File: src/design/adc_pkg.sv
// ADC input description shared by the min/max trackers and the readout path
package adc_pkg;

	// Bits per raw ADC sample
	localparam int sample_width = 16;

	// Field, forward and reflect streams
	localparam int num_channels = 3;

	// Raw ADC samples are two's complement
	typedef logic signed [sample_width-1:0] sample_t;

endpackage

File: src/design/slow_pkg.sv
// Layout of the slow byte-serial readout frame
package slow_pkg;

	// Comparator event lines from the RF controller
	localparam int event_width = 12;

	// Sticky status word, upper bits always zero
	localparam int status_width = 16;

	// Configuration tag
	localparam int tag_width = 8;

	// Timestamp bytes at the default counter width
	localparam int ts_bytes = 8;

	// Snapshot part of the frame: min/max pairs, status, tag_now, tag_old
	localparam int frame_bytes = 2 * adc_pkg::num_channels * adc_pkg::sample_width / 8
		+ status_width / 8 + 2 * tag_width / 8;

	// Whole readout, snapshot then timestamp
	localparam int total_bytes = frame_bytes + ts_bytes;

endpackage

File: src/design/adc_minmax.sv
`timescale 1ns/1ps

module adc_minmax (
	input  logic            clk,
	input  logic            rst_n,
	input  adc_pkg::sample_t sample,
	input  logic            slow_snap,
	output adc_pkg::sample_t adc_min,
	output adc_pkg::sample_t adc_max
);

	// Running extremes of the window in progress
	adc_pkg::sample_t run_min;
	adc_pkg::sample_t run_max;
	// Low until the first sample after reset has been taken
	logic             armed;

	always_ff @(posedge clk or negedge rst_n) begin
		if (!rst_n) begin
			run_min <= '0;
			run_max <= '0;
			armed   <= 1'b0;
		end else begin
			armed <= 1'b1;
			if (slow_snap || !armed) begin
				// New window opens with the current sample
				run_min <= sample;
				run_max <= sample;
			end else begin
				// Signed compare, both sides are sample_t
				if (sample < run_min)
					run_min <= sample;
				if (sample > run_max)
					run_max <= sample;
			end
		end
	end

	// Window through the cycle before snap, frozen by the chain load at snap
	assign adc_min = run_min;
	assign adc_max = run_max;

endmodule

File: src/design/slow_readout_ctrl.sv
`timescale 1ns/1ps

module slow_readout_ctrl #(
	parameter int ts_width = 64
) (
	input  logic                            clk,
	input  logic                            rst_n,
	input  logic                            readout_req,
	input  logic [slow_pkg::event_width-1:0] cmp_event,
	input  logic [slow_pkg::tag_width-1:0]   tag_now,
	output logic                            slow_snap,
	output logic                            slow_op,
	output logic                            slow_valid,
	output logic                            slow_busy,
	output logic [slow_pkg::status_width-1:0] status_word,
	output logic [slow_pkg::tag_width-1:0]   tag_old
);

	// Byte count follows the timestamp width
	localparam int total_bytes = slow_pkg::frame_bytes + ts_width / 8;
	localparam int cnt_width = $clog2(total_bytes + 1);
	// Zero fill above the event lines
	localparam int pad_width = slow_pkg::status_width - slow_pkg::event_width;

	typedef enum logic [1:0] {
		st_idle,
		st_snap,
		st_stream
	} state_t;

	state_t               state;
	// Bytes still to present, including the current one
	logic [cnt_width-1:0] bytes_left;
	logic                 req_accept;

	// Requests count only while idle
	assign req_accept = readout_req && (state == st_idle);

	always_ff @(posedge clk or negedge rst_n) begin
		if (!rst_n) begin
			state      <= st_idle;
			bytes_left <= '0;
		end else begin
			case (state)
				st_idle: begin
					if (req_accept)
						state <= st_snap;
				end
				st_snap: begin
					// Frame loads at the end of this cycle
					state      <= st_stream;
					bytes_left <= cnt_width'(total_bytes);
				end
				st_stream: begin
					bytes_left <= bytes_left - 1'b1;
					if (bytes_left == cnt_width'(1))
						state <= st_idle;
				end
				default: begin
					state <= st_idle;
				end
			endcase
		end
	end

	// Decoded straight from the state register
	assign slow_snap  = (state == st_snap);
	assign slow_valid = (state == st_stream);
	assign slow_busy  = (state != st_idle);
	// Snap loads, every streaming cycle shifts
	assign slow_op    = slow_snap || slow_valid;

	// Sticky event word
	always_ff @(posedge clk or negedge rst_n) begin
		if (!rst_n) begin
			status_word <= '0;
		end else if (slow_snap) begin
			// Snap-cycle events open the next window
			status_word <= {{pad_width{1'b0}}, cmp_event};
		end else begin
			status_word <= status_word | {{pad_width{1'b0}}, cmp_event};
		end
	end

	// Tag at the previous snap, read by the chain before it updates
	always_ff @(posedge clk or negedge rst_n) begin
		if (!rst_n) begin
			tag_old <= '0;
		end else if (slow_snap) begin
			tag_old <= tag_now;
		end
	end

endmodule

File: src/design/slow_shell_top.sv
`timescale 1ns/1ps

module slow_shell_top #(
	parameter int ts_width = slow_pkg::ts_bytes * 8
) (
	input  logic                             clk,
	input  logic                             rst_n,
	input  adc_pkg::sample_t                 a_field,
	input  adc_pkg::sample_t                 a_forward,
	input  adc_pkg::sample_t                 a_reflect,
	input  logic [slow_pkg::event_width-1:0] cmp_event,
	input  logic [slow_pkg::tag_width-1:0]   tag_now,
	input  logic                             readout_req,
	output logic [7:0]                       slow_out,
	output logic                             slow_valid,
	output logic                             slow_busy
);

	// Sequencing from the controller
	logic slow_snap;
	logic slow_op;

	// Channel order matches the frame: field, forward, reflect
	adc_pkg::sample_t samples [adc_pkg::num_channels];
	adc_pkg::sample_t adc_min [adc_pkg::num_channels];
	adc_pkg::sample_t adc_max [adc_pkg::num_channels];

	logic [slow_pkg::status_width-1:0] status_word;
	logic [slow_pkg::tag_width-1:0]    tag_old;
	logic [7:0]                        ts_byte;

	assign samples[0] = a_field;
	assign samples[1] = a_forward;
	assign samples[2] = a_reflect;

	slow_readout_ctrl #(
		.ts_width (ts_width)
	) u_ctrl (
		.clk         (clk),
		.rst_n       (rst_n),
		.readout_req (readout_req),
		.cmp_event   (cmp_event),
		.tag_now     (tag_now),
		.slow_snap   (slow_snap),
		.slow_op     (slow_op),
		.slow_valid  (slow_valid),
		.slow_busy   (slow_busy),
		.status_word (status_word),
		.tag_old     (tag_old)
	);

	// One tracker per ADC stream
	for (genvar ch = 0; ch < adc_pkg::num_channels; ch++) begin : g_minmax
		adc_minmax u_minmax (
			.clk       (clk),
			.rst_n     (rst_n),
			.sample    (samples[ch]),
			.slow_snap (slow_snap),
			.adc_min   (adc_min[ch]),
			.adc_max   (adc_max[ch])
		);
	end

	timestamp_counter #(
		.ts_width (ts_width)
	) u_ts (
		.clk       (clk),
		.rst_n     (rst_n),
		.slow_snap (slow_snap),
		.slow_op   (slow_op),
		.ts_byte   (ts_byte)
	);

	// Frame first, then timestamp bytes from the tail
	slow_shift_chain u_chain (
		.clk         (clk),
		.rst_n       (rst_n),
		.slow_snap   (slow_snap),
		.slow_op     (slow_op),
		.adc_min     (adc_min),
		.adc_max     (adc_max),
		.status_word (status_word),
		.tag_now     (tag_now),
		.tag_old     (tag_old),
		.ts_byte     (ts_byte),
		.slow_out    (slow_out)
	);

endmodule

File: src/design/slow_shift_chain.sv
`timescale 1ns/1ps

module slow_shift_chain (
	input  logic                              clk,
	input  logic                              rst_n,
	input  logic                              slow_snap,
	input  logic                              slow_op,
	input  adc_pkg::sample_t                  adc_min [adc_pkg::num_channels],
	input  adc_pkg::sample_t                  adc_max [adc_pkg::num_channels],
	input  logic [slow_pkg::status_width-1:0] status_word,
	input  logic [slow_pkg::tag_width-1:0]    tag_now,
	input  logic [slow_pkg::tag_width-1:0]    tag_old,
	input  logic [7:0]                        ts_byte,
	output logic [7:0]                        slow_out
);

	localparam int sw = adc_pkg::sample_width;
	localparam int tw = slow_pkg::tag_width;
	localparam int frame_bits = slow_pkg::frame_bytes * 8;

	// Assembled frame, first byte out at the top
	logic [frame_bits-1:0] frame_w;
	logic [frame_bits-1:0] chain;

	always_comb begin
		frame_w = '0;
		// Min then max per channel, channel 0 first
		for (int ch = 0; ch < adc_pkg::num_channels; ch++) begin
			frame_w[frame_bits-1-2*ch*sw -: sw] = adc_min[ch];
			frame_w[frame_bits-1-(2*ch+1)*sw -: sw] = adc_max[ch];
		end
		frame_w[slow_pkg::status_width+2*tw-1 -: slow_pkg::status_width] = status_word;
		frame_w[2*tw-1 -: tw] = tag_now;
		frame_w[tw-1:0] = tag_old;
	end

	always_ff @(posedge clk or negedge rst_n) begin
		if (!rst_n) begin
			chain <= '0;
		end else if (slow_op) begin
			if (slow_snap) begin
				chain <= frame_w;
			end else begin
				// Timestamp bytes enter at the tail behind the frame
				chain <= {chain[frame_bits-9:0], ts_byte};
			end
		end
	end

	assign slow_out = chain[frame_bits-1 -: 8];

endmodule

File: src/design/timestamp_counter.sv
`timescale 1ns/1ps

module timestamp_counter #(
	parameter int ts_width = 64
) (
	input  logic       clk,
	input  logic       rst_n,
	input  logic       slow_snap,
	input  logic       slow_op,
	output logic [7:0] ts_byte
);

	// Free-running cycle count since reset release
	logic [ts_width-1:0] count;
	logic [ts_width-1:0] count_next;
	// Frozen copy, rotated one byte per op
	logic [ts_width-1:0] capture;

	assign count_next = count + 1'b1;

	always_ff @(posedge clk or negedge rst_n) begin
		if (!rst_n) begin
			count <= '0;
		end else begin
			count <= count_next;
		end
	end

	always_ff @(posedge clk or negedge rst_n) begin
		if (!rst_n) begin
			capture <= '0;
		end else if (slow_op) begin
			if (slow_snap) begin
				// Include the snap edge itself in the count
				capture <= count_next;
			end else begin
				// Rotate left so the next lower byte comes to the top
				capture <= {capture[ts_width-9:0], capture[ts_width-1 -: 8]};
			end
		end
	end

	// Most significant byte goes first into the chain tail
	assign ts_byte = capture[ts_width-1 -: 8];

endmodule

File: config.mk
export PLATFORM = sky130hd
export DESIGN_NAME = slow_shell_top
export DESIGN_NICKNAME = d
export VERILOG_FILES = /design/src/design/adc_pkg.sv /design/src/design/slow_pkg.sv /design/src/design/adc_minmax.sv /design/src/design/slow_readout_ctrl.sv /design/src/design/slow_shell_top.sv /design/src/design/slow_shift_chain.sv /design/src/design/timestamp_counter.sv
export SDC_FILE = /design/constraint.sdc
export NUM_CORES = 1
export LEC_CHECK = 0
export BUFFER_PORTS_ARGS = -buffer_cell sky130_fd_sc_hd__buf_2
export CELL_PAD_IN_SITES_DETAIL_PLACEMENT = 0
export CELL_PAD_IN_SITES_GLOBAL_PLACEMENT = 1
export CORE_MARGIN = 2
export CORE_UTILIZATION = 30
export CTS_BUF_LIST = sky130_fd_sc_hd__clkbuf_16
export CTS_CLUSTER_SIZE = 40
export DETAILED_ROUTE_END_ITERATION = 7
export PLACE_DENSITY = 0.51
export REMOVE_ABC_BUFFERS = 1
export SLEW_MARGIN = 20
export SYNTH_ARGS = -nofsm -noshare
export SYNTH_HDL_FRONTEND = slang
export SYNTH_SLANG_ARGS = --single-unit
File: constraint.sdc
create_clock -name clk -period 5 [get_ports clk]
set_input_delay 1.5 -clock clk [delete_from_list [all_inputs] [get_ports clk]]
set_output_delay 1.5 -clock clk [all_outputs]
set_load 0.02 [all_outputs]
After elaboration in Yosys (flattened, before gate mapping)
Index checks and enable logic that the tools add are counted.
- register bits after elaboration: 384
- bits of input ports: 71
- output and inout port bits: 10
- logic and storage cells: 61
- $add $sub $neg: 2
- $lt $le $gt $ge: 6
- equal/unequal tests: 5
- multiplexer cells: 19
- bitwise operators: 1
- reduce and logical (&&, ||, !) cells: 14
- operators by type and width (operator ; number):
    two-way mux 16 bit ; 13
    two-way mux 128 bit ; 1
    adder 64 x 1 -> 64 bit (second input constant) ; 1
    two-way mux 64 bit ; 1
    > comparator 16 bit ; 3
    < comparator 16 bit ; 3
    OR 16 x 12 -> 16 bit ; 1
    nonzero test 2 bit ; 8
    one-hot mux 5 bit (2 select lines) ; 1
    one-hot mux 2 bit (3 select lines) ; 1
    equality test 5 x 1 -> 1 bit (second input constant) ; 1
    subtractor 5 x 1 -> 5 bit (second input constant) ; 1
    two-way mux 2 bit ; 2
    equality test 2 x 1 -> 1 bit (second input constant) ; 1
    equality test 2 bit (second input constant) ; 1
    logical NOT 2 bit ; 1
    logical OR 1 bit ; 2
    inequality test 2 x 1 -> 1 bit (second input constant) ; 1
    inequality test 2 bit (second input constant) ; 1
    AND reduction 2 bit ; 1
    logical AND 1 bit ; 1
    logical NOT 1 bit ; 1

Depth between registers and ports, before layout
- depth in word-level cells: 4
- depth in mapped cells: 11
- depth with buffers taken out: 9

Modules after synthesis
From an unflattened synthesis, not the netlist that was laid out.
- cells, all modules: 1801
- area, all modules: 19722.7 sq um
- modules (own cells, without submodules) (module ; instances ; cells an instance ; area each (sq um) ; seq. area each (sq um)):
    timestamp_counter ; 1 ; 594 ; 6129.6 ; 3203.1
    slow_shift_chain ; 1 ; 562 ; 6057.1 ; 3203.1
    adc_minmax (g_minmax[0].u_minmax ...) ; 2 ; 182 ; 2109.5 ; 825.8
    adc_minmax (g_minmax[2].u_minmax) ; 1 ; 193 ; 2165.8 ; 825.8
    slow_readout_ctrl ; 1 ; 88 ; 1151.1 ; 675.6

Least setup slack after synthesis
No wires, ideal clock.
- path kind: input -> register
- from: in a_reflect[11]
- to: reg g_minmax[2].u_minmax.run_max[10]
- library setup time: 125 ps
- data arrival time: 3554 ps
- required time: 4875 ps
- setup slack: 1322 ps
- cell stages on the path: 9
- buffers on the path: 1
- cells stage by stage: ha_1 -> nand2_1 -> or3_1 -> nor4_2 -> and2_1 -> nor2_1 -> nor3_4 -> buf_6 -> mux2_2
- word-level cells in the longest chain between the ends: 2
- RTL lines (item ; line ; source):
    start, declared ; slow_shell_top.sv:10 ; input adc_pkg::sample_t a_reflect,
    > comparator 16 bit ; adc_minmax.sv:33 ; if (sample > run_max)
    nonzero test 2 bit (no source line) ; n/a ;
    end signal, assigned ; adc_minmax.sv:28 ; run_max <= sample;
    end signal, assigned ; adc_minmax.sv:34 ; run_max <= sample;
    end, declared ; adc_minmax.sv:14 ; adc_pkg::sample_t run_max;
No other way between the ends.
A chain may end at the register's enable or synchronous reset.

Worst setup path in the final report
- from: in a_reflect[13]
- to: reg g_minmax[2].u_minmax.run_max[10]
The elaborated chain is that of the path after synthesis.

==> run_results.csv <==
group,metric,value,unit
run_status,status,"completed",
clocking,clk-insertion-delay-late,590,ps
clocking,cts_buffer_depth,3,
floorplan,die_w,254,microns
timing,final_hold_viol_count,0,
drt,drt_iter0_drc,645,
worst_setup_path,r2r_cells,8,
logic_synthesis,ys_types,74,
floorplan,ioPinCount,81,
flow_run,maxCapViolations,0,
clocking,cts_tree,"built",
finish,fin_area,21700,sq um
logic_synthesis,synth_area,18800,sq um
finish,nNetsFinal,1977,
timing,tightest_slew,861,ps
finish,area_growth,15.4,%
global_routing,grt_usage,14.7,%
finish,final-instance-count-excl-fill,2681,
logic_synthesis,async_flop_share,100,%
drt,viasPerCell,4.73,
worst_setup_path,cp_slowest_stage_delay,400,ps
timing,fin_skew,26.3,ps
clocking,htree_levels,2,
finish,nFillCells,6206,
floorplan,fp.dieArea,64600,sq um
drt,num_vias,12700,
placed_design,portBuffers,80,
placed_design,dpl-instance-area,20100,sq um
worst_setup_path,worst-r2r-setup-slack,1540,ps
clocking,numCtsBuffers,46,
drt,wl_per_cell,17.3,microns
timing,period_minus_slack,3600,ps
placed_design,finalWeightedCongestion,0.773,
worst_hold_path,hold_depth,1,
clocking,clk_pin_slew_worst_paths,60,ps
worst_hold_path,worstHoldStart,"u_ts.count[63]",
worst_setup_path,crit_fanout,10,
worst_setup_path,cp_data_required_time,5460,ps
drt,firstDrtPassIters,5,
finish,diodes,0,
timing,setup_viol,0,
worst_setup_path,crit_path_cell_trace,"buf_2, ha_1, nand2_1, or3_1, nor4_2, and2_1, nor2_1, nor3_4, buf_4, mux2_2",
placed_design,dp.cells,2595,
worst_setup_path,worstSetupPathType,"in -> reg",
placed_design,dpl.hpwl,31500,microns
clocking,cts_resized,0,
floorplan,core-area,61800,sq um
logic_synthesis,ys_seq_area_share,50.6,%
floorplan,dieHeight,254,microns
timing,slew_headroom,42.6,%
power_and_ir_drop,leakage,9.90,nW
drt,ant_nets,0,
timing,rsz0062_at_grt,"no",
global_routing,grt_pass1_vias,13200,
drt,drc,0,
global_routing,grt_pass1_wl,74700,microns
timing,fin_crit_sh,72.1,%
worst_setup_path,cp-end-kind,"flip-flop",
logic_synthesis,synthCells,1747,
power_and_ir_drop,ir_drop,0.362,mV
clocking,cts_hold_buf,0,
power_and_ir_drop,total_power,13.0,mW
finish,final-seq-area,9510,sq um
power_and_ir_drop,p_per_area,600,nW/um^2
logic_synthesis,synthFlopType,"dfrtp_1",
finish,drive_gt1_share,16.9,%
logic_synthesis,syn-mean-instance-area,10.8,sq um
worst_setup_path,timing.rr.end,"g_minmax[1].u_minmax.adc_max[14]",
logic_synthesis,synth_warnings,0,
clocking,clockRootBuffer,"clkbuf_16",
clocking,clock_sinks,380,
finish,multi_input_comb_area,8420,sq um
worst_setup_path,cp_slowest_cell,"or3_1",
timing,drv_slew,0,
logic_synthesis,synth-seq-cells,380,
timing,fin_tns_setup,0,ps
floorplan,rows,91,
timing,fmax,278,MHz
floorplan,start_util,30.4,%
clocking,cts_setup_buffers,0,
worst_setup_path,crit_arrival,4060,ps
worst_setup_path,startpoint_type,"input port",
global_routing,overflow,0,
worst_hold_path,hold_end,"u_ts.count[63]",
global_routing,antenna_found_initial,3,
global_routing,grt_max_degree,188,
worst_hold_path,hold_path_class,"reg -> reg",
drt,drt-total-wl,46500,microns
logic_synthesis,synth_edf_count,0,
worst_setup_path,r2r_start,"u_ctrl.state[1]",
-- critical path: cells and delay by family --
kind | cells | cell delay [ps]
and+or+nand+nor | 6 | 1460
muxes | 1 | 360
adders and majority gates | 1 | 300
buffers and inverters | 2 | 430
-- state kept, by name, summed over array words and instances, names as in the netlist --
signal                     cells
u_ctrl.tag_old                 8
g_minmax.u_minmax.adc_max     48
u_chain.chain                128
u_ctrl.bytes_left              5
u_ts.capture                  64
g_minmax.u_minmax.adc_min     48
u_ts.count                    64
g_minmax.u_minmax.armed        1
u_ctrl.status_word            12
u_ctrl.state                   2
-- cells in the final DEF, fill, tap and decap left out, types with 19 or more instances in the layout --
cell type and count:
ha_1 98, mux2i_1 129, xnor2_1 30, nor2_1 174, xor2_1 31, mux2_2 104, nand2_1 60, clkbuf_16 47
nor3_1 27, a221o_1 32, a21o_1 19, a21oi_1 173, nand4_1 30, and3_1 36, nand3_1 31, buf_2 79
dfrtp_1 380, o21ai_0 51, inv_1 137
-- routing by layer --
| layer | share of wire, % | up-vias | track usage, % |
|---|---|---|---|
| met3 | 3.4 | 71 | 2.33 |
| met2 | 46 | 160 | 23.3 |
| met5 | 0.058 | - | 0 |
| met1 | 49 | 6184 | 20.8 |
| li1 | - | 6251 | - |
| met4 | 2.0 | 4 | 4.15 |
-- synth_stat cells (4+ instances only) --
library cell / number / area share (%)
xnor2_1: 30 / 1.4
o211ai_1: 12 / 0.48
nand2b_1: 4 / 0.13
o21ai_0: 51 / 1.4
clkbuf_1: 58 / 1.2
mux2i_1: 129 / 6.9
nor2_1: 175 / 3.5
nand3_1: 31 / 0.83
inv_1: 133 / 2.7
nor2b_1: 12 / 0.40
a21oi_1: 173 / 4.6
nor3_1: 27 / 0.72
mux2_2: 104 / 6.2
dfrtp_1: 380 / 51
a21o_1: 19 / 0.76
a31o_2: 4 / 0.19
nand2_1: 60 / 1.2
nand4_1: 30 / 1.0
xor2_1: 31 / 1.4
nor4_1: 9 / 0.30
and2_1: 4 / 0.13
o21a_1: 6 / 0.24
and3_1: 36 / 1.2
buf_1: 14 / 0.28
or2_2: 7 / 0.23
buf_2: 5 / 0.13
buf_4: 10 / 0.40
a221o_1: 32 / 1.7
ha_1: 100 / 6.7
-- cell families (layout without fill, tap and decap cells) --
logic type	Yosys count	after routing	synth area share, %
mux	236	236	13.4
xor+xnor	62	62	2.93
fa+ha+maj	100	100	6.66
simple gates	423	423	11.2
other cells	1	1	0.0200
flops	380	380	50.6
buf+inv	222	319	4.71
compound gates	323	323	10.5
-- worst max-delay path by stage --
stage	from	end	slack [ps]	cells after the start
2_1_floorplan	u_ctrl.state[1]	u_ts.capture[19]	-5860	5
3_3_place_gp	a_reflect[11]	g_minmax[2].u_minmax.adc_max[11]	840	10
3_5_place_dp	a_forward[13]	g_minmax[1].u_minmax.adc_max[11]	790	9
4_1_cts	u_ctrl.state[1]	g_minmax[1].u_minmax.adc_max[9]	1390	8
5_1_grt	a_forward[13]	g_minmax[1].u_minmax.adc_max[14]	1250	9
6_report	a_reflect[13]	g_minmax[2].u_minmax.adc_max[10]	1400	10
-- metrics by stage --
stage | utilization, % | hold slack, ps | worst slack, ps
floorplan | - | 436 | -5860
global placement | 32.5 | 451 | 837
detailed placement | 32.5 | 457 | 790
CTS | 35.1 | 468 | 1390
global route | 35.1 | 498 | 1250
finish | 35.1 | 469 | 1400
-- power by group --
part / total [mW] / internal, mW / switching, mW
logic: 4.82 / 1.93 / 2.90
clock network: 3.49 / 2.12 / 1.37
registers: 4.69 / 4.10 / 0.589
-- area by class of cell --
class / count / area share [%]
flip-flops and latches: 380 / 43.9
well taps: 837 / 4.83
repair buffers: 99 / 2.90
clock buffers: 47 / 5.43
inverters: 134 / 2.32
multi-input cells: 1145 / 38.8
clock inverters: 39 / 1.84
Power figures use the tool's default switching activity.
